[config.mk]
export PLATFORM = sky130hd
export DESIGN_NAME = vpu_insn_queue
export DESIGN_NICKNAME = d
export VERILOG_FILES = /design/src/common/vpu_pkg.sv /design/src/logic/vpu_insn_queue.sv
export SDC_FILE = /design/constraint.sdc
export NUM_CORES = 1
export LEC_CHECK = 0
export BUFFER_PORTS_ARGS = -buffer_cell sky130_fd_sc_hd__buf_2
export CAP_MARGIN = 25
export CORE_MARGIN = 2
export CORE_UTILIZATION = 60
export DETAILED_ROUTE_END_ITERATION = 7
export PLACE_DENSITY_LB_ADDON = 0.08
export SYNTH_ARGS = -nofsm -noshare
export SYNTH_HDL_FRONTEND = slang
export SYNTH_SLANG_ARGS = --single-unit
[constraint.sdc]
create_clock -name clk_i -period 4.9 [get_ports clk_i]
set_input_delay 0.98 -clock clk_i [delete_from_list [all_inputs] [get_ports clk_i]]
set_output_delay 0.98 -clock clk_i [all_outputs]
set_load 0.01 [all_outputs]
[src/common/vpu_pkg.sv]
// Sizes must stay powers of two, ElemsPerLane at least 2; host grants at most 2**CreditWidth-1 credits
`default_nettype none

package vpu_pkg;

  //////////////////////////////
  // Sizes
  //////////////////////////////

  localparam int unsigned NrLanes      = 4;
  localparam int unsigned ElemsPerLane = 4;
  localparam int unsigned NrVRegs      = 8;
  localparam int unsigned ElemWidth    = 32;
  localparam int unsigned QueueDepth   = 4;

  // Derived widths
  localparam int unsigned QueuePtrWidth = $clog2(QueueDepth);
  localparam int unsigned QueueCntWidth = $clog2(QueueDepth + 1);
  localparam int unsigned CreditWidth   = 8;

  //////////////////////////////
  // Basic types
  //////////////////////////////

  typedef logic [ElemWidth-1:0]            elem_t;
  typedef logic [$clog2(NrVRegs)-1:0]      vreg_idx_t;
  typedef logic [$clog2(ElemsPerLane)-1:0] row_idx_t;

  // Supported integer subset
  typedef enum logic [3:0] {
    OP_VMV_VX  = 4'd0,
    OP_VID     = 4'd1,
    OP_VADD    = 4'd2,
    OP_VSUB    = 4'd3,
    OP_VAND    = 4'd4,
    OP_VOR     = 4'd5,
    OP_VXOR    = 4'd6,
    OP_VREDSUM = 4'd7,
    OP_VMV_XS  = 4'd8
  } vpu_op_e;

  //////////////////////////////
  // Interface structs
  //////////////////////////////

  // Instruction as sent by the host core
  typedef struct packed {
    vpu_op_e   op;
    vreg_idx_t vd;
    vreg_idx_t vs1;
    vreg_idx_t vs2;
    elem_t     scalar;
  } vpu_req_t;

  // Scalar result, zero for pure vector ops
  typedef struct packed {
    elem_t result;
  } vpu_resp_t;

  // One row of work, same for every lane
  typedef struct packed {
    vpu_op_e   op;
    vreg_idx_t vd;
    vreg_idx_t vs1;
    vreg_idx_t vs2;
    elem_t     scalar;
    row_idx_t  row;
    logic      valid;
    logic      last;
  } lane_cmd_t;

endpackage : vpu_pkg

`default_nettype wire

[src/logic/vpu_insn_queue.sv]
// Relies on the host credit count: a push into a full queue is not detected and overwrites
`default_nettype none

module vpu_insn_queue (
  input  logic               clk_i,
  input  logic               arst_n_i,
  input  vpu_pkg::vpu_req_t  req_i,
  input  logic               req_valid_i,
  input  logic               pop_i,
  output vpu_pkg::vpu_req_t  head_o,
  output logic               not_empty_o,
  output logic               req_credit_o
);

  vpu_pkg::vpu_req_t                        mem_q [vpu_pkg::QueueDepth];
  logic [vpu_pkg::QueuePtrWidth-1:0]        wr_ptr_q;
  logic [vpu_pkg::QueuePtrWidth-1:0]        rd_ptr_q;
  logic [vpu_pkg::QueueCntWidth-1:0]        count_q;

  // Entry storage
  always_ff @(posedge clk_i) begin
    if (req_valid_i) begin
      mem_q[wr_ptr_q] <= req_i;
    end
  end

  // Pointers, occupancy and the returned credit
  always_ff @(posedge clk_i or negedge arst_n_i) begin
    if (!arst_n_i) begin
      wr_ptr_q     <= '0;
      rd_ptr_q     <= '0;
      count_q      <= '0;
      req_credit_o <= 1'b0;
    end else begin
      if (req_valid_i) begin
        wr_ptr_q <= wr_ptr_q + 1'b1;
      end
      if (pop_i) begin
        rd_ptr_q <= rd_ptr_q + 1'b1;
      end
      unique case ({req_valid_i, pop_i})
        2'b10:   count_q <= count_q + 1'b1;
        2'b01:   count_q <= count_q - 1'b1;
        default: count_q <= count_q;
      endcase
      // One credit back per freed slot
      req_credit_o <= pop_i;
    end
  end

  assign head_o      = mem_q[rd_ptr_q];
  assign not_empty_o = (count_q != '0);

endmodule : vpu_insn_queue

`default_nettype wire

==> flow_summary.json <==
{
  "outcome": "finished, final reports clean",
  "netlist_instances": 268,
  "synth.yosys.warnings": 0,
  "first_iter_violations": 217,
  "synth.area.mux_share_pct": 14.8,
  "worstReg2RegStart": "wr_ptr_q[1]$_DFFE_PN0P_",
  "end_kind": "primary output",
  "fin_util_pct": 72.2,
  "vias": 3001,
  "gr-usage-all-layers_pct": 19.2,
  "io_buffers": 95,
  "cp-start-kind": "register",
  "antenna_left": 0,
  "synth-compound-area-share_pct": 0.0723,
  "setup_tns_ns": 0,
  "insertion_delay_ns": 0.41,
  "diodes": 0,
  "clock_path_buffers": 2,
  "syn_area_sq_mm": 0.00692,
  "worst_pin_slew_ns": 0.714,
  "drc": 0,
  "r2r_end": "mem_q[1][19]$_DFFE_PP_",
  "layout.nets": 433,
  "max_freq_mhz": 321,
  "synth_seq_cells": 188,
  "cts-resized-gates": 0,
  "cts_tree": "yes",
  "r2r_cells": 4,
  "die_h_um": 111,
  "timing.hold.ws_ns": 0.402,
  "dieArea_sq_mm": 0.0124,
  "placedInstanceArea_sq_mm": 0.00753,
  "synth-simple-area-share_pct": 0.614,
  "htree_levels": 4,
  "wl_um": 11000,
  "period_share_pct": 63.6,
  "critPathMaxFanout": 27,
  "place.gp.congestion": 0.687,
  "root_buffer": "clkbuf_16",
  "maxSlewHeadroom_pct": 52.4,
  "avgRoutedWirePerCell_um": 20.5,
  "min_period_ns": 3.11,
  "dp_hpwl_um": 6640,
  "avgSynthCellArea_sq_um": 25.8,
  "grt-ovfl-total": 0,
  "start_util_pct": 61.2,
  "grt_setup_unrepaired": "no",
  "ios": 96,
  "fp.coreArea_sq_mm": 0.0113,
  "arrival_ns": 2.13,
  "ctsHoldBuffers": 0,
  "antenna_found_initial": 0,
  "grt_first_pass_wirelength_um": 17400,
  "cap_violations": 0,
  "ys_seq_area_share_pct": 81.0,
  "postCtsSetupBuffers": 0,
  "placementRows": 39,
  "clock-sinks": 188,
  "synthesis.nets": 323,
  "synth-xor-area-share_pct": 0.759,
  "finalClockSkew_ns": 0.00488,
  "critical_path_class": "register to primary output",
  "grt_pass1_vias": 3326,
  "rrSetupSlack_ns": 2.88,
  "synth_adder_area_share_pct": 1.19,
  "syn2layout_area_growth_pct": 18.1,
  "cts_buffers": 17,
  "power_density_mw_per_mm2": 603,
  "drive_gt1_share_pct": 46.5,
  "postLayoutCellArea_sq_mm": 0.00818,
  "die_w_um": 111,
  "peakVddDrop_mv": 0.335,
  "setup_viol": 0,
  "ys_types": 19,
  "first_pass_iters": 4,
  "slew_viol_final": 0,
  "leakagePower_nw": 2.86,
  "min_path_type": "primary input to async pin",
  "hold_viol_final": 0,
  "clk_pin_slew_ns": 0.06,
  "synth_top_family_by_area": "multiplexers",
  "viasPerCell": 5.62,
  "grt_max_degree": 48,
  "required_ns": 3.92
}
==> through the flow <==
step                total power, W  std cells  setup slack (ns)
global placement           0.00355        501              2.00
floorplan                  0.00316        268              2.43
detailed placement         0.00357        501              2.02
global route               0.00516        534              1.64
finish                     0.00493        534              1.79
CTS                        0.00497        533              1.56
==> metal layers <==
| layer | part of all wire (%) | global-route usage [%] |
|---|---|---|
| met1 | 41 | 24.6 |
| met4 | 0.89 | 6.34 |
| met3 | 5.3 | 6.26 |
| met2 | 52 | 31.8 |
| met5 | 0 | 0 |
==> where the power goes <==
part           internal (W)  total [W]  leakage, nW  switching, W
registers           0.00211    0.00226         1.75      0.000155
clock network      0.000883    0.00140        0.310      0.000515
logic              0.000634    0.00127        0.806      0.000633
==> final cells by class <==
| cell class | count | area, sq um |
|---|---|---|
| fill | 689 | 3140 |
| inverter | 3 | 11.3 |
| sequential | 188 | 5610 |
| clock buffer | 26 | 519 |
| clock inverter | 6 | 105 |
| multi-input combinational | 67 | 1210 |
| timing repair buffer | 101 | 541 |
| tap | 143 | 179 |
==> placed cells by master, fill, tap and decap left out <==
cell / instances
and2_2: 4
buf_16: 1
buf_2: 95
buf_4: 5
bufinv_16: 3
clkbuf_1: 3
clkbuf_16: 17
clkbuf_8: 6
clkinv_2: 3
dfrtp_1: 6
dfrtp_2: 1
dfrtp_4: 1
edfxtp_1: 180
fa_1: 1
ha_1: 5
inv_1: 3
mux2_2: 1
mux4_2: 45
nand2_1: 2
nor2_1: 1
o21ai_0: 1
or3_1: 1
xnor2_1: 3
xor2_1: 3
==> cell usage after synthesis, drive strengths merged <==
master  instances  area [sq um]
dfrtp           8           200
inv             3          11.3
or3             1          6.26
nor2            1          3.75
o21ai           1          5.00
fa              1          20.0
buf            10          98.8
xnor2           3          26.3
and2            4          25.0
mux2            1          11.3
mux4           45          1010
nand2           2          7.51
xor2            3          26.3
edfxtp        180          5410
ha              5          62.6
==> kinds of logic (layout without fill, tap and decap cells) <==
| kind of cell | after synthesis | in the layout |
|---|---|---|
| compound gates | 1 | 1 |
| xor+xnor | 6 | 6 |
| fa+ha+maj | 6 | 6 |
| buf+inv | 13 | 136 |
| flops | 188 | 188 |
| mux | 46 | 46 |
| simple gates | 8 | 8 |
==> flip-flops by register name, summed over array words and instances (netlist names) <==
register	count
req_credit_o	1
wr_ptr_q	2
mem_q	180
count_q	3
rd_ptr_q	2
==> critical path, cell delays in order (launching register included) <==
cell and delay [ns]:
dfrtp_2 0.69, buf_4 0.46, mux4_2 0.39, buf_2 0.16
==> how the worst max path moves through the flow <==
stage	startpoint	slack (ns)	to
after floorplan	req_valid_i	2.43	mem_q[0][0]$_DFFE_PP_
after global routing	rd_ptr_q[1]$_DFFE_PN0P_	1.64	head_o[29]
after detailed placement	rd_ptr_q[0]$_DFFE_PN0P_	2.02	head_o[3]
after global placement	rd_ptr_q[0]$_DFFE_PN0P_	2.00	head_o[3]
final	rd_ptr_q[1]$_DFFE_PN0P_	1.79	head_o[29]
after CTS	rd_ptr_q[0]$_DFFE_PN0P_	1.56	head_o[29]
Note: power is estimated with default switching activity, not from simulation.
