$ cat src/common/vpu_pkg.sv
// Sizes must stay powers of two, ElemsPerLane at least 2; host grants at most 2**CreditWidth-1 credits
`default_nettype none

package vpu_pkg;

  //////////////////////////////
  // Sizes
  //////////////////////////////

  localparam int unsigned NrLanes      = 4;
  localparam int unsigned ElemsPerLane = 4;
  localparam int unsigned NrVRegs      = 8;
  localparam int unsigned ElemWidth    = 32;
  localparam int unsigned QueueDepth   = 4;

  // Derived widths
  localparam int unsigned QueuePtrWidth = $clog2(QueueDepth);
  localparam int unsigned QueueCntWidth = $clog2(QueueDepth + 1);
  localparam int unsigned CreditWidth   = 8;

  //////////////////////////////
  // Basic types
  //////////////////////////////

  typedef logic [ElemWidth-1:0]            elem_t;
  typedef logic [$clog2(NrVRegs)-1:0]      vreg_idx_t;
  typedef logic [$clog2(ElemsPerLane)-1:0] row_idx_t;

  // Supported integer subset
  typedef enum logic [3:0] {
    OP_VMV_VX  = 4'd0,
    OP_VID     = 4'd1,
    OP_VADD    = 4'd2,
    OP_VSUB    = 4'd3,
    OP_VAND    = 4'd4,
    OP_VOR     = 4'd5,
    OP_VXOR    = 4'd6,
    OP_VREDSUM = 4'd7,
    OP_VMV_XS  = 4'd8
  } vpu_op_e;

  //////////////////////////////
  // Interface structs
  //////////////////////////////

  // Instruction as sent by the host core
  typedef struct packed {
    vpu_op_e   op;
    vreg_idx_t vd;
    vreg_idx_t vs1;
    vreg_idx_t vs2;
    elem_t     scalar;
  } vpu_req_t;

  // Scalar result, zero for pure vector ops
  typedef struct packed {
    elem_t result;
  } vpu_resp_t;

  // One row of work, same for every lane
  typedef struct packed {
    vpu_op_e   op;
    vreg_idx_t vd;
    vreg_idx_t vs1;
    vreg_idx_t vs2;
    elem_t     scalar;
    row_idx_t  row;
    logic      valid;
    logic      last;
  } lane_cmd_t;

endpackage : vpu_pkg

`default_nettype wire

$ cat src/logic/vpu_sequencer.sv
// One instruction in flight at a time; a pop needs both a queued entry and a response credit
`default_nettype none

module vpu_sequencer (
  input  logic               clk_i,
  input  logic               arst_n_i,
  input  vpu_pkg::vpu_req_t  head_i,
  input  logic               not_empty_i,
  output logic               pop_o,
  input  logic               resp_credit_i,
  output vpu_pkg::lane_cmd_t cmd_o,
  output logic               result_valid_o
);

  typedef enum logic [1:0] {
    IDLE,
    EXEC,
    REDUCE,
    RESPOND
  } seq_state_e;

  seq_state_e                          state_q;
  vpu_pkg::lane_cmd_t                  cmd_q;
  logic [vpu_pkg::CreditWidth-1:0]     credits_q;
  logic                                can_issue;

  //////////////////////////////
  // Issue decision
  //////////////////////////////

  // The response cycle also frees the datapath
  assign can_issue = (state_q == IDLE) || (state_q == RESPOND);
  assign pop_o     = can_issue && not_empty_i && (credits_q != '0);

  // Response slots granted by the host
  always_ff @(posedge clk_i or negedge arst_n_i) begin
    if (!arst_n_i) begin
      credits_q <= '0;
    end else begin
      unique case ({resp_credit_i, pop_o})
        2'b10:   credits_q <= credits_q + 1'b1;
        2'b01:   credits_q <= credits_q - 1'b1;
        default: credits_q <= credits_q;
      endcase
    end
  end

  //////////////////////////////
  // Row FSM
  //////////////////////////////

  always_ff @(posedge clk_i or negedge arst_n_i) begin
    if (!arst_n_i) begin
      state_q <= IDLE;
      cmd_q   <= '0;
    end else begin
      unique case (state_q)
        IDLE, RESPOND: begin
          if (pop_o) begin
            // Latch the head and start at row 0
            cmd_q.op     <= head_i.op;
            cmd_q.vd     <= head_i.vd;
            cmd_q.vs1    <= head_i.vs1;
            cmd_q.vs2    <= head_i.vs2;
            cmd_q.scalar <= head_i.scalar;
            cmd_q.row    <= '0;
            cmd_q.valid  <= 1'b1;
            cmd_q.last   <= 1'b0;
            state_q      <= EXEC;
          end else begin
            state_q <= IDLE;
          end
        end
        EXEC: begin
          if (cmd_q.last) begin
            cmd_q.valid <= 1'b0;
            cmd_q.last  <= 1'b0;
            state_q     <= REDUCE;
          end else begin
            cmd_q.row  <= cmd_q.row + 1'b1;
            cmd_q.last <= (cmd_q.row == vpu_pkg::row_idx_t'(vpu_pkg::ElemsPerLane - 2));
          end
        end
        // Reduction unit registers its result here
        REDUCE: state_q <= RESPOND;
        default: state_q <= IDLE;
      endcase
    end
  end

  assign cmd_o          = cmd_q;
  assign result_valid_o = (state_q == RESPOND);

endmodule : vpu_sequencer

`default_nettype wire

$ cat config.mk
export PLATFORM = sky130hd
export DESIGN_NAME = vpu_sequencer
export DESIGN_NICKNAME = d
export VERILOG_FILES = /design/src/common/vpu_pkg.sv /design/src/logic/vpu_sequencer.sv
export SDC_FILE = /design/constraint.sdc
export NUM_CORES = 1
export LEC_CHECK = 0
export ABC_AREA = 1
export BUFFER_PORTS_ARGS = -buffer_cell sky130_fd_sc_hd__buf_4
export CELL_PAD_IN_SITES_DETAIL_PLACEMENT = 0
export CELL_PAD_IN_SITES_GLOBAL_PLACEMENT = 2
export CORE_UTILIZATION = 28
export CTS_BUF_LIST = sky130_fd_sc_hd__clkbuf_4
export DETAILED_ROUTE_END_ITERATION = 10
export PLACE_DENSITY_LB_ADDON = 0.1
export SYNTH_ARGS = -nofsm -noshare
export SYNTH_HDL_FRONTEND = slang
export SYNTH_SLANG_ARGS = --single-unit
$ cat constraint.sdc
create_clock -name clk_i -period 3.41 [get_ports clk_i]
set_input_delay 0.5115 -clock clk_i [delete_from_list [all_inputs] [get_ports clk_i]]
set_output_delay 0.5115 -clock clk_i [all_outputs]
set_load 0.02 [all_outputs]
==> impl_metrics.csv <==
group,metric,value,unit
outcome,status,"completed",
power_and_ir_drop,finalPower,3.70,mW
timing,relSlewSlack,47.3,%
die,die_y,102,µm
worst_setup_path,crit_fanout,47,
drt,initialDrtViolationCount,76,
finish,drive_above_1_share,27.7,%
yosys,synth_top_area_share,52.8,%
yosys,syn_inst,348,
global_route,grt.overflow.total,0,
yosys,syn_avg_cell_area,8.04,µm²
worst_setup_path,reg2reg_depth,18,
power_and_ir_drop,switching_power,1.74,mW
global_route,grt_pass1_wl,10.9,mm
drt,antenna_left,0,
worst_setup_path,end_kind,"output port",
yosys,synth_cell_types,25,
placed_design,preCtsSetupSlack,0.773,ns
yosys,yosysMostFrequentCell,"nand2_1",
clock_tree,path_clk_slew,0.11,ns
yosys,synth.area.top_cells,"dfrtp_1 53%, nand2_1 25%, buf_6 4.0%",
timing,hold_violations,0,
worst_setup_path,cp_data_arrival_time,2.16,ns
clock_tree,cts_root_buffer,"clkbuf_4",
timing,finalClockSkew,0.0209,ns
finish,area_growth,32.2,%
timing,grt_setup_unrepaired,"no",
drt,via_count,2407,
timing,worst_pin_slew,0.791,ns
yosys,synth-seq-area-share,52.8,%
finish,nets,503,
power_and_ir_drop,power.leakage,2.08,nW
timing,finalSetupTns,0,ns
placed_design,io_buffer_count,99,
timing,setup_slack,0.737,ns
yosys,synth_edf_count,0,
worst_setup_path,regToRegEndpoint,"credits_q[6]",
placed_design,placed_cells_incl_taps,569,
power_and_ir_drop,power.density,1000,nW/µm²
timing,fmax,0.374,GHz
drt,drc_errors,0,
global_route,antenna_found_initial,0,
finish,final_util,38.0,%
timing,setup_viol,0,
yosys,synth_warnings,0,
timing,period_needed,2.67,ns
power_and_ir_drop,internal-power,1.96,mW
worst_setup_path,cp-start-kind,"register",
power_and_ir_drop,pwr-share-clk,11.4,%
clock_tree,cts-htree-levels,3,
clock_tree,cts_buffers,9,
worst_setup_path,path_cells,"inv_1, ha_1, nand2_1, inv_1, nand2_2, inv_2, buf_4, buf_4",
timing,finalCritPeriodShare,78.4,%
power_and_ir_drop,seq_power_share,33.7,%
worst_setup_path,cp_slowest_stage_delay,0.43,ns
die,start_util,28.7,%
global_route,grt_pass1_vias,2192,
yosys,synth-async-reset-ratio,100,%
drt,viasPerCell,4.12,
finish,layout.cells.non_filler,584,
power_and_ir_drop,combPwrFrac,54.8,%
min_path,min_path_type,"in2async",
die,dieArea,10400,µm²
finish,diodes,0,
global_route,grt_max_degree,60,
clock_tree,postCtsSetupBuffers,0,
worst_setup_path,crit_type,"reg2out",
placed_design,place_congestion,0.786,
job,maxCapViolations,0,
drt,routed_wl,7.20,mm
clock_tree,cts_tree,"built",
yosys,synthesis.nets,404,
die,coreArea,9730,µm²
worst_setup_path,r2r_slack,0.77,ns
clock_tree,ctsResizeCount,0,
clock_tree,cts_hold_buffers,0,
drt,firstDrtPassIters,4,
power_and_ir_drop,peakVddDrop,0.382,mV
worst_setup_path,rr_startpoint,"state_q[0]",
worst_setup_path,required,2.90,ns
placed_design,dpl-instance-area,3590,µm²
yosys,synth_top_cell_by_area,"dfrtp_1",
clock_tree,clk_latency,0.40,ns
placed_design,hpwl,4.75,mm
timing,slew_violations,0,
power_and_ir_drop,switching_share,46.9,%
yosys,synth-seq-cells,59,
global_route,grt_usage,13.9,%
drt,routedWlPerCell,12.3,µm
worst_setup_path,cp_slowest_cell,"buf_4",
die,num_rows,36,
finish,fillers,1072,
clock_tree,cts.sinks,59,
yosys,yosys_most_used_dff,"dfrtp_1",
finish,final_cell_area,3700,µm²
yosys,syn-cell-area,2800,µm²
clock_tree,clockBufferDepth,2,
yosys,synth_commonest_cells,"189 x nand2_1, 59 x dfrtp_1, 25 x inv_1",
die,die_w,102,µm
timing,holdWs,0.180,ns
die,top_level_ports,100,
kinds of logic after synthesis:
logic type	after synthesis	synth area share, %
fa+ha+maj	7	3.13
xor+xnor	3	0.940
flops	59	52.8
compound gates	18	3.58
simple gates	221	31.3
buf+inv	40	8.28
how the worst max path moves through the flow:
stage | startpoint | end | slack (ns) | cells past startpoint
finish | state_q[0] | pop_o | 0.74 | 8
global route | state_q[0] | credits_q[6] | 0.46 | 18
CTS | state_q[0] | pop_o | 0.65 | 8
detailed placement | state_q[0] | credits_q[6] | 0.77 | 18
global placement | state_q[0] | credits_q[6] | 0.83 | 18
floorplan | state_q[0] | credits_q[6] | 0.92 | 18
metal layers:
metal | GRT usage [%] | wire (µm)
met4 | 5.60 | 68
met1 | 18.6 | 3600
met3 | 3.83 | 383
met5 | 0 | 0
met2 | 21.3 | 3140
state kept, by name, indices dropped and copies added, names as in the netlist:
register / flops
cmd_o: 49
credits_q: 8
state_q: 2
critical path, delay by kind of cell (launching register included):
kind / cells / cell delay (ns)
buffers and inverters: 5 / 0.85
DFF: 1 / 0.42
adders and majority gates: 1 / 0.35
and+or+nand+nor: 2 / 0.13
power groups by stage:
stage | clock network, mW | logic [mW] | registers (mW)
6_report | 0.423 | 2.03 | 1.25
5_1_grt | 0.481 | 2.30 | 1.29
4_1_cts | 0.449 | 2.08 | 1.25
3_5_place_dp | 0 | 2.07 | 1.26
3_3_place_gp | 0 | 2.08 | 1.26
2_1_floorplan | 0 | 1.07 | 1.58
placed cells by master (no fill, tap or decap), drive strengths merged, types with 7 or more instances in the layout:
cell | Yosys | routed
nand2 | 194 | 194
buf | 13 | 101
dfrtp | 59 | 59
inv | 26 | 26
nand3 | 13 | 13
o21ai | 13 | 13
clkbuf | 0 | 10
nor2 | 10 | 10
ha | 7 | 7
area by class of cell:
cell class	instances	area [µm²]	area share [%]
well taps	133	166	4.50
clock buffers	10	75.1	2.03
clock inverters	5	31.3	0.846
flip-flops and latches	59	1480	39.9
repair buffers	101	758	20.5
inverters	27	101	2.74
multi-input cells	249	1090	29.4
(Power assumes the default switching activity.)
