File: config.mk
export PLATFORM = sky130hd
export DESIGN_NAME = vpu_lane
export DESIGN_NICKNAME = d
export VERILOG_FILES = /design/src/common/vpu_pkg.sv /design/src/lane/vpu_lane.sv /design/src/lane/vpu_vrf.sv
export SDC_FILE = /design/constraint.sdc
export NUM_CORES = 2
export LEC_CHECK = 0
export ABC_AREA = 1
export BUFFER_PORTS_ARGS = -buffer_cell sky130_fd_sc_hd__buf_4
export CAP_MARGIN = 20
export CORE_AREA = 2 2 287 360
export CTS_CLUSTER_DIAMETER = 200
export DETAILED_ROUTE_END_ITERATION = 6
export DIE_AREA = 0 0 289 362
export PLACE_DENSITY_LB_ADDON = 0.25
export SLEW_MARGIN = 15
export SYNTH_ARGS = -nofsm -noshare
export SYNTH_HDL_FRONTEND = slang
export SYNTH_SLANG_ARGS = --single-unit
File: constraint.sdc
create_clock -name clk_i -period 11.55 [get_ports clk_i]
set_clock_uncertainty 0.15 [all_clocks]
set_input_delay 0.5775 -clock clk_i [delete_from_list [all_inputs] [get_ports clk_i]]
set_output_delay 0.5775 -clock clk_i [all_outputs]
set_load 0.01 [all_outputs]
File: src/common/vpu_pkg.sv
// Sizes must stay powers of two, ElemsPerLane at least 2; host grants at most 2**CreditWidth-1 credits
`default_nettype none

package vpu_pkg;

  //////////////////////////////
  // Sizes
  //////////////////////////////

  localparam int unsigned NrLanes      = 4;
  localparam int unsigned ElemsPerLane = 4;
  localparam int unsigned NrVRegs      = 8;
  localparam int unsigned ElemWidth    = 32;
  localparam int unsigned QueueDepth   = 4;

  // Derived widths
  localparam int unsigned QueuePtrWidth = $clog2(QueueDepth);
  localparam int unsigned QueueCntWidth = $clog2(QueueDepth + 1);
  localparam int unsigned CreditWidth   = 8;

  //////////////////////////////
  // Basic types
  //////////////////////////////

  typedef logic [ElemWidth-1:0]            elem_t;
  typedef logic [$clog2(NrVRegs)-1:0]      vreg_idx_t;
  typedef logic [$clog2(ElemsPerLane)-1:0] row_idx_t;

  // Supported integer subset
  typedef enum logic [3:0] {
    OP_VMV_VX  = 4'd0,
    OP_VID     = 4'd1,
    OP_VADD    = 4'd2,
    OP_VSUB    = 4'd3,
    OP_VAND    = 4'd4,
    OP_VOR     = 4'd5,
    OP_VXOR    = 4'd6,
    OP_VREDSUM = 4'd7,
    OP_VMV_XS  = 4'd8
  } vpu_op_e;

  //////////////////////////////
  // Interface structs
  //////////////////////////////

  // Instruction as sent by the host core
  typedef struct packed {
    vpu_op_e   op;
    vreg_idx_t vd;
    vreg_idx_t vs1;
    vreg_idx_t vs2;
    elem_t     scalar;
  } vpu_req_t;

  // Scalar result, zero for pure vector ops
  typedef struct packed {
    elem_t result;
  } vpu_resp_t;

  // One row of work, same for every lane
  typedef struct packed {
    vpu_op_e   op;
    vreg_idx_t vd;
    vreg_idx_t vs1;
    vreg_idx_t vs2;
    elem_t     scalar;
    row_idx_t  row;
    logic      valid;
    logic      last;
  } lane_cmd_t;

endpackage : vpu_pkg

`default_nettype wire

File: src/lane/vpu_lane.sv
// Partial is meaningful only for OP_VREDSUM and OP_VMV_XS, after the row with last set
`default_nettype none

module vpu_lane #(
  parameter int unsigned LaneId = 0
) (
  input  logic               clk_i,
  input  logic               arst_n_i,
  input  vpu_pkg::lane_cmd_t cmd_i,
  output vpu_pkg::elem_t     partial_o
);

  vpu_pkg::elem_t vs1_data;
  vpu_pkg::elem_t vs2_data;
  vpu_pkg::elem_t alu_result;
  vpu_pkg::elem_t partial_base;
  vpu_pkg::elem_t partial_q;
  logic           wr_en;

  vpu_vrf i_vrf (
    .clk_i      (clk_i      ),
    .arst_n_i   (arst_n_i   ),
    .rd_a_reg_i (cmd_i.vs1  ),
    .rd_b_reg_i (cmd_i.vs2  ),
    .rd_row_i   (cmd_i.row  ),
    .rd_a_o     (vs1_data   ),
    .rd_b_o     (vs2_data   ),
    .wr_en_i    (wr_en      ),
    .wr_reg_i   (cmd_i.vd   ),
    .wr_row_i   (cmd_i.row  ),
    .wr_data_i  (alu_result )
  );

  //////////////////////////////
  // Integer ALU
  //////////////////////////////

  always_comb begin
    unique case (cmd_i.op)
      vpu_pkg::OP_VADD:   alu_result = vs2_data + vs1_data;
      vpu_pkg::OP_VSUB:   alu_result = vs2_data - vs1_data;
      vpu_pkg::OP_VAND:   alu_result = vs2_data & vs1_data;
      vpu_pkg::OP_VOR:    alu_result = vs2_data | vs1_data;
      vpu_pkg::OP_VXOR:   alu_result = vs2_data ^ vs1_data;
      vpu_pkg::OP_VMV_VX: alu_result = cmd_i.scalar;
      // Global index of this lane's element in the row
      vpu_pkg::OP_VID: begin
        alu_result = vpu_pkg::elem_t'(cmd_i.row) * vpu_pkg::elem_t'(vpu_pkg::NrLanes)
                   + vpu_pkg::elem_t'(LaneId);
      end
      default:            alu_result = '0;
    endcase
  end

  // Scalar-producing ops leave the register file alone
  assign wr_en = cmd_i.valid &&
                 !(cmd_i.op inside {vpu_pkg::OP_VREDSUM, vpu_pkg::OP_VMV_XS});

  //////////////////////////////
  // Partial result
  //////////////////////////////

  // Row 0 starts a fresh partial
  assign partial_base = (cmd_i.row == '0) ? '0 : partial_q;

  always_ff @(posedge clk_i) begin
    if (cmd_i.valid) begin
      unique case (cmd_i.op)
        vpu_pkg::OP_VREDSUM: partial_q <= partial_base + vs2_data;
        vpu_pkg::OP_VMV_XS: begin
          if (cmd_i.row == '0) begin
            partial_q <= vs2_data;
          end
        end
        default:             partial_q <= partial_base;
      endcase
    end
  end

  assign partial_o = partial_q;

endmodule : vpu_lane

`default_nettype wire

File: src/lane/vpu_vrf.sv
// Reads are combinational, so data is available in the same cycle as the row command
`default_nettype none

module vpu_vrf (
  input  logic                clk_i,
  input  logic                arst_n_i,
  input  vpu_pkg::vreg_idx_t  rd_a_reg_i,
  input  vpu_pkg::vreg_idx_t  rd_b_reg_i,
  input  vpu_pkg::row_idx_t   rd_row_i,
  output vpu_pkg::elem_t      rd_a_o,
  output vpu_pkg::elem_t      rd_b_o,
  input  logic                wr_en_i,
  input  vpu_pkg::vreg_idx_t  wr_reg_i,
  input  vpu_pkg::row_idx_t   wr_row_i,
  input  vpu_pkg::elem_t      wr_data_i
);

  // This lane's rows of every vector register
  vpu_pkg::elem_t regs_q [vpu_pkg::NrVRegs][vpu_pkg::ElemsPerLane];

  always_ff @(posedge clk_i or negedge arst_n_i) begin
    if (!arst_n_i) begin
      for (int r = 0; r < vpu_pkg::NrVRegs; r++) begin
        for (int e = 0; e < vpu_pkg::ElemsPerLane; e++) begin
          regs_q[r][e] <= '0;
        end
      end
    end else if (wr_en_i) begin
      regs_q[wr_reg_i][wr_row_i] <= wr_data_i;
    end
  end

  assign rd_a_o = regs_q[rd_a_reg_i][rd_row_i];
  assign rd_b_o = regs_q[rd_b_reg_i][rd_row_i];

endmodule : vpu_vrf

`default_nettype wire

==> results.yml <==
die:
  num_rows: 131
  die_area_um2: 105000
  die_y_um: 362
  io_pins: 83
  start_util: 0.647
  die_w_um: 289
  coreArea_um2: 101000
sta:
  period_needed_ns: 7.63
  post-route-period-util: 0.660
  tns_ns: 0
  finalHoldViolations: 0
  setup_viol_count_final: 0
  finalWorstSetupSlack_ns: 3.92
  worst-slew-pin-transition_ns: 1.20
  slew_viol_final: 0
  rsz0062_at_grt: "no"
  maxSlewHeadroom: 0.198
  max_freq_mhz: 131
synth:
  synth-edff-count: 32
  yosysSeqAreaShare: 0.406
  synth_area_per_cell_um2: 6.94
  synth_cell_type_count: 51
  synth_cells: 9437
  ys_async_sr_fraction: 0.970
  synth_warnings: 0
  syn-cell-area_um2: 65500
  synth_ff_type: "dfrtp_1"
  ys_ff_latch: 1056
  synth_nets: 9617
job:
  max-cap-violations: 0
critical_path:
  arrival_ns: 8.07
  r2r_setup_slack_ns: 5.18
  cp-start-kind: "input port"
  critPathLaunch: "cmd_i[39]"
  r2r-end: "i_vrf.regs_q[410]"
  rr_worst_depth: 27
  cp_max_fo: 138
  path_class: "in -> reg"
  rr_startpoint: "i_vrf.regs_q[34]"
  slowest_stage: "nand3_2"
  critPathMaxStageDelay_ns: 0.74
  cp-end-kind: "flop"
  endpoint: "i_vrf.regs_q[313]"
  timing.critical_path.mode_cell: "nand2_1"
  crit_required_ns: 11.99
route:
  wl_per_cell_um: 23.1
  drc_errors: 5
  vias: 66965
  via_per_inst: 6.41
  routed_wl_um: 241000
  postRouteAntennaNets: 0
  first_pass_iters: 7
  drt_iter0_markers: 9766
grt:
  grt_pass1_wl_um: 367000
  overflow: 0
  antenna_found_initial: 5
  grt_pass1_vias: 63906
  grt_max_degree: 194
  grt.total_usage: 0.457
outcome:
  violations: "design-rule violations"
  status: "finished, violations left"
cts:
  cts_made_buffers: 108
  clock-sinks: 1056
  post_cts_resized: 0
  cts.reportedPaths.clkPinSlew_ns: 0.06
  cts_tree: "yes"
  clk-insertion-delay-late_ns: 0.75
  cts_buffer_depth: 3
  htree_levels: 3
  cts_root_buf: "clkbuf_16"
placement:
  post-dp-hpwl_um: 140000
  io_buffers: 81
  place_congestion: 0.958
  dp_slack_ns: 3.56
  dp.cells: 10251
layout:
  multi_input_area_um2: 32000
  syn_to_final_growth_pct: 6.39
  fillCellCount: 8521
  seq_area_um2: 26600
  nNetsFinal: 9214
  drive_above_1_share: 0.0577
  layoutNonFillerInstCount: 10449
pwr:
  p_leak_nw: 32.9
  finalPower_mw: 11.6
  power.density_nw_per_um2: 167
  peakVddDrop_uv: 142
worst_hold_path:
  min-delay-path-class: "in -> reg"
## metal layers
metal,vias up,wire length (µm),GRT usage
met1,31067,83400,0.561
met5,-,23,0
met3,1136,35700,0.143
li1,29939,-,-
met2,4819,103000,0.686
met4,4,19500,0.316
## how the worst min path moves through the flow
stage / startpoint / end / depth (start not counted)
floorplan: arst_n_i / i_vrf.regs_q[0] / 0
global placement: i_vrf.regs_q[31] / i_vrf.regs_q[31] / 2
detailed placement: i_vrf.regs_q[351] / i_vrf.regs_q[351] / 2
CTS: cmd_i[9] / i_vrf.regs_q[965] / 5
global route: cmd_i[9] / i_vrf.regs_q[965] / 5
finish: cmd_i[9] / i_vrf.regs_q[965] / 5
## critical path, delay by kind of cell
family | cells | cell delay [ns]
and+or+nand+nor | 17 | 3.58
buffers and inverters | 6 | 2.02
AOI/OAI and AO/OA | 6 | 0.89
adders and majority gates | 2 | 0.57
xor gates and xnor gates | 1 | 0.18
## report_power, final
group,internal (mW),switching (mW)
clock,2.09,1.56
combinational,0.964,2.15
sequential,4.49,0.354
## cell usage after synthesis, drive strengths merged (3+ instances only)
master     n  area [µm²]
ha       127        1590
a211oi     6        45.0
inv     1020        3830
o21bai     6        45.0
a21boi     4        30.0
o311ai     4        35.0
nand3   1063        5330
o211ai   186        1490
xor2      41         359
a21oi    602        3010
clkinv     6        22.5
nor3      16        80.1
a21o       6        45.0
nor2     340        1390
o31ai      4        30.0
buf      303        1800
clkbuf   431        1620
o221ai    23         201
o21a       3        22.5
edfxtp    32         961
nand2   2659       10000
or2       11        68.8
dfrtp   1024       25600
a31oi     24         150
a22oi      6        45.0
a221oi    30         263
xnor2      9        78.8
o21ai   1425        7130
nand4     13        81.3
## metrics by stage
stage | instance area, µm² | hold WS (ns) | util
floorplan | 65500 | 0.132 | -
global placement | 66000 | 0.313 | 0.652
detailed placement | 66000 | 0.316 | 0.652
CTS | 69600 | 0.212 | 0.688
global route | 69700 | 0.296 | 0.688
finish | 69700 | 0.253 | 0.688
## kinds of logic (layout without fill, tap and decap cells)
family,Yosys count,after routing,share of synthesized area
compound gates,2337,2337,0.193
simple gates,4105,4105,0.259
other cells,0,2,0
fa+ha+maj,129,129,0.0249
flops,1056,1056,0.406
buf+inv,1760,1440,0.111
xor+xnor,50,50,0.00668
## layout make-up
cell class / instances / area share
clock inverters: 25 / 0.00438
diodes: 2 / 0.0000718
inverters: 1026 / 0.0558
repair buffers: 221 / 0.0274
well taps: 1330 / 0.0239
multi-input cells: 6621 / 0.460
flip-flops and latches: 1056 / 0.381
clock buffers: 168 / 0.0474
## sequential cells by signal (all words and copies together) (netlist names)
signal,flops
partial_o,32
i_vrf.regs_q,1024
## placed cells by master, fill, tap and decap left out, drive strengths merged, types with 3 or more instances in the layout
| master | netlist | layout |
|---|---|---|
| o21ai | 1425 | 1425 |
| inv | 1020 | 1022 |
| nand2 | 2659 | 2659 |
| or2 | 11 | 11 |
| edfxtp | 32 | 32 |
| o211ai | 186 | 186 |
| a21boi | 4 | 4 |
| dfrtp | 1024 | 1024 |
| nand3 | 1063 | 1063 |
| xnor2 | 9 | 9 |
| nor2 | 340 | 340 |
| buf | 303 | 220 |
| o221ai | 23 | 23 |
| a31oi | 24 | 24 |
| bufinv | 0 | 6 |
| a22oi | 6 | 6 |
| o21a | 3 | 3 |
| clkinv | 6 | 23 |
| ha | 127 | 127 |
| o31ai | 4 | 4 |
| a21o | 6 | 6 |
| a21oi | 602 | 602 |
| nand4 | 13 | 13 |
| a221oi | 30 | 30 |
| nor3 | 16 | 16 |
| o21bai | 6 | 6 |
| clkbuf | 431 | 168 |
| a211oi | 6 | 6 |
| xor2 | 41 | 41 |
| o311ai | 4 | 4 |
## repair_timing
action | CTS | global route
hold endpoints to repair | 104 | 0
buffers inserted | 0 | 0
hold buffers | 1 | 0
Power figures use the tool's default switching activity.
