## src/common/vpu_pkg.sv

```systemverilog
// Sizes must stay powers of two, ElemsPerLane at least 2; host grants at most 2**CreditWidth-1 credits
`default_nettype none

package vpu_pkg;

  //////////////////////////////
  // Sizes
  //////////////////////////////

  localparam int unsigned NrLanes      = 4;
  localparam int unsigned ElemsPerLane = 4;
  localparam int unsigned NrVRegs      = 8;
  localparam int unsigned ElemWidth    = 32;
  localparam int unsigned QueueDepth   = 4;

  // Derived widths
  localparam int unsigned QueuePtrWidth = $clog2(QueueDepth);
  localparam int unsigned QueueCntWidth = $clog2(QueueDepth + 1);
  localparam int unsigned CreditWidth   = 8;

  //////////////////////////////
  // Basic types
  //////////////////////////////

  typedef logic [ElemWidth-1:0]            elem_t;
  typedef logic [$clog2(NrVRegs)-1:0]      vreg_idx_t;
  typedef logic [$clog2(ElemsPerLane)-1:0] row_idx_t;

  // Supported integer subset
  typedef enum logic [3:0] {
    OP_VMV_VX  = 4'd0,
    OP_VID     = 4'd1,
    OP_VADD    = 4'd2,
    OP_VSUB    = 4'd3,
    OP_VAND    = 4'd4,
    OP_VOR     = 4'd5,
    OP_VXOR    = 4'd6,
    OP_VREDSUM = 4'd7,
    OP_VMV_XS  = 4'd8
  } vpu_op_e;

  //////////////////////////////
  // Interface structs
  //////////////////////////////

  // Instruction as sent by the host core
  typedef struct packed {
    vpu_op_e   op;
    vreg_idx_t vd;
    vreg_idx_t vs1;
    vreg_idx_t vs2;
    elem_t     scalar;
  } vpu_req_t;

  // Scalar result, zero for pure vector ops
  typedef struct packed {
    elem_t result;
  } vpu_resp_t;

  // One row of work, same for every lane
  typedef struct packed {
    vpu_op_e   op;
    vreg_idx_t vd;
    vreg_idx_t vs1;
    vreg_idx_t vs2;
    elem_t     scalar;
    row_idx_t  row;
    logic      valid;
    logic      last;
  } lane_cmd_t;

endpackage : vpu_pkg

`default_nettype wire

```

## src/logic/vpu_reduction.sv

```systemverilog
// resp_o holds its value until the next instruction completes; sample it with resp_valid_o
`default_nettype none

module vpu_reduction (
  input  logic                                     clk_i,
  input  logic                                     arst_n_i,
  input  vpu_pkg::lane_cmd_t                       cmd_i,
  input  vpu_pkg::elem_t [vpu_pkg::NrLanes-1:0]    partials_i,
  output vpu_pkg::vpu_resp_t                       resp_o
);

  vpu_pkg::vpu_op_e   op_q;
  logic               pending_q;
  vpu_pkg::elem_t     lane_sum;
  vpu_pkg::vpu_resp_t resp_q;

  // Track the instruction whose last row just went out
  always_ff @(posedge clk_i or negedge arst_n_i) begin
    if (!arst_n_i) begin
      op_q      <= vpu_pkg::OP_VMV_VX;
      pending_q <= 1'b0;
    end else begin
      pending_q <= cmd_i.valid && cmd_i.last;
      if (cmd_i.valid && cmd_i.last) begin
        op_q <= cmd_i.op;
      end
    end
  end

  // Wraps modulo 2**ElemWidth
  always_comb begin
    lane_sum = '0;
    for (int l = 0; l < vpu_pkg::NrLanes; l++) begin
      lane_sum = lane_sum + partials_i[l];
    end
  end

  //////////////////////////////
  // Scalar result
  //////////////////////////////

  always_ff @(posedge clk_i) begin
    if (pending_q) begin
      unique case (op_q)
        vpu_pkg::OP_VREDSUM: resp_q.result <= lane_sum;
        // Element 0 always sits in lane 0, row 0
        vpu_pkg::OP_VMV_XS:  resp_q.result <= partials_i[0];
        default:             resp_q.result <= '0;
      endcase
    end
  end

  assign resp_o = resp_q;

endmodule : vpu_reduction

`default_nettype wire

```

## config.mk

```make
export PLATFORM = sky130hd
export DESIGN_NAME = vpu_reduction
export DESIGN_NICKNAME = d
export VERILOG_FILES = /design/src/common/vpu_pkg.sv /design/src/logic/vpu_reduction.sv
export SDC_FILE = /design/constraint.sdc
export NUM_CORES = 1
export LEC_CHECK = 0
export ABC_CLOCK_PERIOD_IN_PS = 1900
export BUFFER_PORTS_ARGS = -buffer_cell sky130_fd_sc_hd__buf_4
export CORE_ASPECT_RATIO = 0.7
export CORE_MARGIN = 8
export CORE_UTILIZATION = 25
export CTS_BUF_LIST = sky130_fd_sc_hd__clkbuf_4
export DETAILED_ROUTE_END_ITERATION = 10
export GPL_ROUTABILITY_DRIVEN = 0
export SYNTH_ARGS = -nofsm -noshare
export SYNTH_HDL_FRONTEND = slang
export SYNTH_SLANG_ARGS = --single-unit
```

## constraint.sdc

```tcl
create_clock -name clk_i -period 1.9 [get_ports clk_i]
set_clock_uncertainty 0.15 [all_clocks]
set_input_delay 0.38 -clock clk_i [delete_from_list [all_inputs] [get_ports clk_i]]
set_output_delay 0.38 -clock clk_i [all_outputs]
set_load 0.02 [all_outputs]
```

==> flow_summary_export.csv, run 1 <==
group,metric,value,unit
synthesis,synth_ff_type,"edfxtp_1",
cts,tritoncts,"yes",
timing,fin_crit,3.519,ns
placement,port-buffer-count,167,
placement,pre_cts_ws,-2.155,ns
drt,drt_first_pass_iters,4,
power_and_ir_drop,p_sw,3.137,mW
critical_path,cp_cell_sequence,"buf_8 > inv_8 > fa_1 > fa_1 > inv_2 > ha_4 > fa_2 > a21oi_2 > and4b_1 > or2_4 > a311oi_4 > o21bai_1 > xor2_1 > a22o_1",
floorplanning,core,20640,sq um
power_and_ir_drop,p_clk_frac,0.062,
floorplanning,rows,44,
cts,clkSlewWorstSetupHoldPaths,0.13,ns
grt,antenna_found_initial,0,
critical_path,path_buf_inv,3,
critical_path,crit_path_top_delay_cell,"fa_1",
timing,rsz0062_at_grt,"true",
power_and_ir_drop,power_density,866.9,nW/um^2
synthesis,ys_ff_latch,37,
power_and_ir_drop,p_comb_frac,0.803,
synthesis,synth_edf_count,32,
hold_path,min_to,"op_q[1]",
drt,via_count,4896,
timing,report.final.hold_viol_count,0,
power_and_ir_drop,power,7.353,mW
synthesis,synth_most_common_cell,"inv_1",
grt,track_usage,0.1291,
critical_path,timing.critical_path.from,"partials_i[65]",
synthesis,synth_area_leader_cell,"fa_1",
critical_path,crit_fanout,3,
cts,ctsRootBufferMaster,"clkbuf_4",
cts,clock_path_buffers,2,
run_status,violations,"negative setup slack",
floorplanning,die_w,189.0,um
timing,timing.fmax,0.2842,GHz
grt,overflow,0,
drt,viasPerCell,4.188,
cells_and_area,fillers,2049,
drt,drc_errors,0,
hold_path,min_from,"cmd_i[46]",
timing,whs,0.08291,ns
cells_and_area,drive_above_1_share,0.4714,
synthesis,yosysSeqAreaShare,0.2075,
drt,routed_wl,17.03,mm
floorplanning,start_util,0.2536,
synthesis,yosys_warnings,0,
timing,slew_viol_final,0,
synthesis,synth_area_leaders,"fa_1 (24%), edfxtp_1 (18%), inv_1 (13%)",
cts,clk_latency,0.37,ns
run,cap_violations,0,
critical_path,crit_path_end_kind,"register",
power_and_ir_drop,peakVddDrop,0.2817,mV
synthesis,synth_top_area_frac,0.2371,
timing,max_slew.worst_pin.slew,0.3618,ns
drt,wl_per_cell,14.57,um
drt,drtIter0Drc,232,
critical_path,cp_data_arrival_time,3.51,ns
synthesis,postSynth.asyncResetShare,0.1351,
synthesis,post_synth_most_frequent_cells,"inv_1 (182), fa_1 (62), nand2_1 (45), o21ai_0 (39), edfxtp_1 (32)",
critical_path,r2r-start,"op_q[3]",
placement,hpwl,14.13,mm
grt,grt_pass1_vias,5281,
timing,min_period_over_period,1.852,
synthesis,synth.distinct_cells,59,
run_status,status,"finished, violations left",
critical_path,cpLargestDelayFamily,"adder cells",
cells_and_area,num_antenna_cells,0,
power_and_ir_drop,p_leak,4.289,nW
timing,relSlewSlack,0.7582,
synthesis,synth_cells,590,
cts,h-tree-depth,2,
grt,grt_pass1_wl,26.80,mm
synthesis,avgSynthCellArea,8.873,sq um
power_and_ir_drop,p_sw_frac,0.4267,
floorplanning,dieArea,25900,sq um
synthesis,netlist_area,5235,sq um
critical_path,rrSetupSlack,0.28,ns
drt,ant_nets,0,
critical_path,r2r-end,"resp_o[29]",
cells_and_area,nets,1164,
power_and_ir_drop,internal-power,4.215,mW
power_and_ir_drop,seq_power_share,0.135,
cells_and_area,utilization,0.4108,
critical_path,critical_path_class,"in2reg",
cts,cts_sinks,37,
floorplanning,die_y,137.1,um
critical_path,cp-start-kind,"input pin",
synthesis,synth_nets,862,
timing,finalSetupViolations,31,
hold_path,hold_path.class,"in2reg",
critical_path,reg2regPathDepth,4,
grt,grt_max_degree,33,
critical_path,slowest_delay,0.52,ns
cts,numCtsBuffers,5,
hold_path,holdPathStages,2,
critical_path,crit_top_cell,"fa_1",
floorplanning,ios,211,
critical_path,required,1.89,ns
timing,layout_setup_ws,-1.619,ns
cells_and_area,area.growth.synth_to_final,62.02,%
timing,fin_setup_tns,-40.51,ns
-- power by group through the flow --
| stage | combinational [mW] | sequential (mW) | clock (mW) |
|---|---|---|---|
| floorplan | 2.98 | 1.07 | 0 |
| global placement | 4.77 | 1.01 | 0 |
| detailed placement | 4.82 | 1.01 | 0 |
| CTS | 5.65 | 0.996 | 0.481 |
| global route | 6.45 | 1.00 | 0.504 |
| finish | 5.90 | 0.996 | 0.456 |
-- timing repair --
| action | 4_1_cts | 5_1_grt |
|---|---|---|
| hold endpoints to repair | 5 | 0 |
| buffers inserted | 16 | 13 |
| setup endpoints to repair | 31 | 31 |
| hold buffers | 1 | 0 |
| resized for setup | 108 | 25 |
| pin swaps | 59 | 36 |
-- through the flow --
stage | cell area, sq um | instances
after detailed placement | 7741 | 1136
after global routing | 8482 | 1169
final | 8482 | 1169
after floorplan | 5399 | 590
after global placement | 7741 | 1136
after CTS | 8333 | 1161
-- cells in the final DEF, fill, tap and decap left out, drive strengths merged, types with 2 or more instances in the layout --
| master | n |
|---|---|
| buf | 312 |
| inv | 182 |
| fa | 62 |
| nand2 | 47 |
| o21ai | 43 |
| edfxtp | 32 |
| ha | 31 |
| a21oi | 23 |
| xnor2 | 18 |
| nor2 | 16 |
| a21o | 14 |
| xor2 | 13 |
| nand3 | 11 |
| nor3 | 9 |
| a22o | 8 |
| nand4 | 7 |
| clkbuf | 5 |
| mux2 | 5 |
| dfrtp | 5 |
| o21bai | 4 |
| a41oi | 3 |
| nor2b | 3 |
| or3 | 3 |
| clkinv | 3 |
| a211oi | 3 |
| a2111oi | 3 |
| and2 | 2 |
| and4b | 2 |
| o211ai | 2 |
| a31oi | 2 |
| o21a | 2 |
| mux2i | 2 |
| a22oi | 2 |
| a311oi | 2 |
-- worst max path at each step --
stage	end	slack [ns]	cells past startpoint
finish	resp_o[15]	-1.62	14
global route	resp_o[31]	-1.71	16
CTS	resp_o[31]	-1.59	16
detailed placement	resp_o[31]	-2.16	15
global placement	resp_o[31]	-2.14	15
floorplan	resp_o[15]	-1.76	13
-- worst reg2reg max path, cell delays in order, from the launching register on --
cell,delay [ns]
dfrtp_1,0.44
nand4b_1,0.24
or3_1,0.35
mux2_4,0.27
nand2_2,0.05
-- kinds of logic after synthesis --
family,synth area share
flops,0.2075
xor+xnor,0.05186
simple gates,0.09991
buf+inv,0.1683
mux,0.01458
fa+ha+maj,0.3112
compound gates,0.1468
-- flip-flops by register name, summed over array words and instances (netlist names) --
name / count
resp_o: 32
pending_q: 1
op_q: 4
-- final cells by class --
| type | count | area (sq um) | area share |
|---|---|---|---|
| clock buffers | 5 | 37.54 | 0.004425 |
| repair buffers | 313 | 2479 | 0.2922 |
| inverters | 182 | 693.2 | 0.08172 |
| well taps | 276 | 345.3 | 0.04071 |
| clock inverters | 3 | 12.51 | 0.001475 |
| multi-input cells | 353 | 3827 | 0.4512 |
| flip-flops and latches | 37 | 1087 | 0.1282 |
-- per-layer routing --
layer	part of all wire	up-vias	wire length [um]	GRT usage
met3	0.085	9	1455	0.04073
met2	0.44	140	7418	0.2008
met5	0	-	0	0
li1	-	2452	-	-
met1	0.47	2295	8068	0.1777
met4	0.0050	0	85	0.01515
Note: power is estimated with default switching activity, not from simulation.
==> inputs of run 2 (changes only) <==
--- a/config.mk
+++ b/config.mk
@@ -5,7 +5,7 @@
 export SDC_FILE = /design/constraint.sdc
 export NUM_CORES = 1
 export LEC_CHECK = 0
-export ABC_CLOCK_PERIOD_IN_PS = 1900
+export ABC_CLOCK_PERIOD_IN_PS = 4400
 export BUFFER_PORTS_ARGS = -buffer_cell sky130_fd_sc_hd__buf_4
 export CORE_ASPECT_RATIO = 0.7
 export CORE_MARGIN = 8
@@ -13,6 +13,7 @@
 export CTS_BUF_LIST = sky130_fd_sc_hd__clkbuf_4
 export DETAILED_ROUTE_END_ITERATION = 10
 export GPL_ROUTABILITY_DRIVEN = 0
+export SKIP_LAST_GASP = 1
 export SYNTH_ARGS = -nofsm -noshare
 export SYNTH_HDL_FRONTEND = slang
 export SYNTH_SLANG_ARGS = --single-unit
==> constraint.sdc (replaced) <==
create_clock -name clk_i -period 4.4 [get_ports clk_i]
set_clock_uncertainty 0.15 [all_clocks]
set_input_delay 0.88 -clock clk_i [delete_from_list [all_inputs] [get_ports clk_i]]
set_output_delay 0.88 -clock clk_i [all_outputs]
set_load 0.02 [all_outputs]
==> run 2 against run 1 <==
Effect of this change: the run now ends clean; count of clock-buffer cells in the layout up 2; critical path depth up 1; first-iteration DRC count shrank 41%; flip-flop and latch count unchanged; sequential share of layout area up 2.3 points; die area stayed put; utilization shrank 6.3 points; via count is 7.6% lower.
==> flow_summary_export.csv, run 2 (same netlist as run 1, synthesis figures left out) <==
group,metric,value,unit
cells_and_area,layout_common_cells,"buf_4 (226), inv_1 (182), fa_1 (61), nand2_1 (45), o21ai_0 (38)",
cts,postCtsHoldBufs,0,
drt,routed_wl,15.17,mm
cells_and_area,multi_input_area,3314,sq um
power_and_ir_drop,seq_power_share,0.182,
critical_path,crit_fanout,3,
drt,viasPerCell,4.183,
critical_path,crit_path_top_delay_cell,"fa_1",
power_and_ir_drop,power_density,331.4,nW/um^2
floorplanning,core,20640,sq um
drt,drt_first_pass_iters,5,
drt,via_count,4526,
power_and_ir_drop,peakVddDrop,0.1148,mV
grt,grt_max_degree,33,
critical_path,required,4.38,ns
floorplanning,ios,211,
floorplanning,dieArea,25900,sq um
grt,grt_pass1_wl,24.38,mm
power_and_ir_drop,p_sw_frac,0.4488,
cts,ctsRootBufferMaster,"clkbuf_4",
run_status,status,"completed",
timing,slew_viol_final,0,
critical_path,slowest_delay,0.52,ns
hold_path,hold_path.class,"in2async",
power_and_ir_drop,p_leak,3.759,nW
cells_and_area,nets,1077,
grt,antenna_found_initial,0,
critical_path,reg2regPathDepth,4,
timing,report.final.hold_viol_count,0,
drt,drtIter0Drc,138,
grt,track_usage,0.1173,
critical_path,critical_path_class,"in2reg",
placement,dp_cells,1074,
power_and_ir_drop,p_comb_frac,0.731,
drt,wl_per_cell,14.02,um
timing,relSlewSlack,0.4107,
drt,ant_nets,0,
timing,max_slew.worst_pin.slew,0.8840,ns
cells_and_area,fin_cells,1082,
critical_path,cp_cell_sequence,"buf_4 > inv_1 > fa_1 > fa_1 > inv_1 > ha_1 > fa_2 > a21oi_2 > and4b_1 > or2_2 > a311oi_2 > buf_4 > o21bai_1 > xor2_1 > a22o_1",
run,cap_violations,0,
placement,pre_cts_ws,-0.3809,ns
cts,clock_path_buffers,2,
cts,numCtsBuffers,5,
timing,layout_setup_ws,0.1015,ns
floorplanning,rows,44,
power_and_ir_drop,p_sw,1.068,mW
critical_path,rrSetupSlack,2.30,ns
timing,timing.fmax,0.2326,GHz
cts,cts_sinks,37,
cts,clkSlewWorstSetupHoldPaths,0.12,ns
floorplanning,start_util,0.2536,
floorplanning,die_y,137.1,um
cells_and_area,drive_above_1_share,0.3189,
cells_and_area,area.growth.synth_to_final,37.21,%
cells_and_area,fillers,2179,
cells_and_area,regArea,1087,sq um
timing,finalSetupViolations,0,
power_and_ir_drop,internal-power,1.312,mW
placement,hpwl,13.03,mm
cells_and_area,largest_reg_flops,32,
timing,fin_crit,4.298,ns
cts,clk_latency,0.35,ns
critical_path,cp-start-kind,"input pin",
critical_path,r2r-start,"op_q[3]",
cts,tritoncts,"yes",
drt,drc_errors,0,
timing,min_period_over_period,0.9769,
grt,overflow,0,
power_and_ir_drop,p_clk_frac,0.086,
cells_and_area,num_antenna_cells,0,
floorplanning,die_w,189.0,um
grt,grt_pass1_vias,4838,
critical_path,cp_data_arrival_time,4.28,ns
cells_and_area,layout_commonest_cell,"buf_4",
placement,port-buffer-count,167,
timing,whs,0.1463,ns
timing,rsz0062_at_grt,"false",
critical_path,crit_path_end_kind,"register",
critical_path,r2r-end,"resp_o[29]",
cts,cts_setup_buffers,0,
cts,h-tree-depth,2,
run 2: cell types whose count changed in the layout (fill, tap and decap cells not counted), moves of 7 or more:
cell | before | now
o21ai_1 | 24 | 5
a21oi_1 | 13 | 21
ha_1 | 16 | 31
buf_4 | 285 | 226
o21ai_0 | 9 | 38
o21ai_2 | 9 | 0
buf_6 | 23 | 0
xnor2_1 | 11 | 18
ha_4 | 14 | 0
inv_1 | 163 | 182
inv_2 | 17 | 0
run 2: area by class of cell:
type,instances,share of cell area
multi-input cells,353,0.4614
clock buffers,7,0.007316
inverters,182,0.09511
well taps,276,0.04808
repair buffers,226,0.2362
flip-flops and latches,37,0.1514
clock inverters,1,0.0005226
run 2: through the flow:
stage	power (mW)	instance area [sq um]	util	TNS (ns)
floorplan	1.644	5239	-	0
global placement	2.145	7091	0.3435	-3.398
detailed placement	2.154	7091	0.3435	-3.829
CTS	2.379	7147	0.3462	0
global route	2.626	7183	0.3479	0
finish	2.380	7183	0.3479	0
run 2: worst max-delay path by stage:
stage / cells past startpoint / startpoint / slack [ns] / end
floorplan: 13 / partials_i[1] / 0.004 / resp_o[15]
global placement: 16 / partials_i[1] / -0.31 / resp_o[31]
detailed placement: 16 / partials_i[1] / -0.38 / resp_o[31]
CTS: 16 / partials_i[1] / 0.006 / resp_o[31]
global route: 15 / partials_i[1] / 0.02 / resp_o[17]
finish: 15 / partials_i[1] / 0.10 / resp_o[15]
run 2: worst max-delay path: cells and delay by family:
kind / cells / cell delay [ns]
buffers and inverters: 4 / 0.36
and+or+nand+nor: 2 / 0.55
xor gates and xnor gates: 1 / 0.16
AOI/OAI and AO/OA: 4 / 0.70
adders and majority gates: 4 / 1.63
run 2: repair_timing:
| item | 4_1_cts | 5_1_grt |
|---|---|---|
| gates resized for setup | 0 | 6 |
| endpoints found under the hold margin | 0 | 0 |
| endpoints found under the setup margin | 0 | 10 |
run 2: metal layers:
layer	up-vias	GRT usage	share of wire	wire (um)
met4	0	0.01861	0.0091	138
met2	145	0.1711	0.40	6082
met1	2088	0.1620	0.49	7366
met5	-	0	0	0
met3	9	0.04761	0.10	1588
li1	2284	-	-	-
run 2: power by group through the flow:
stage / logic (mW) / clock network, mW / registers, mW
2_1_floorplan: 1.18 / 0 / 0.461
3_3_place_gp: 1.70 / 0 / 0.442
3_5_place_dp: 1.71 / 0 / 0.443
4_1_cts: 1.72 / 0.219 / 0.435
5_1_grt: 1.95 / 0.234 / 0.439
6_report: 1.74 / 0.206 / 0.434
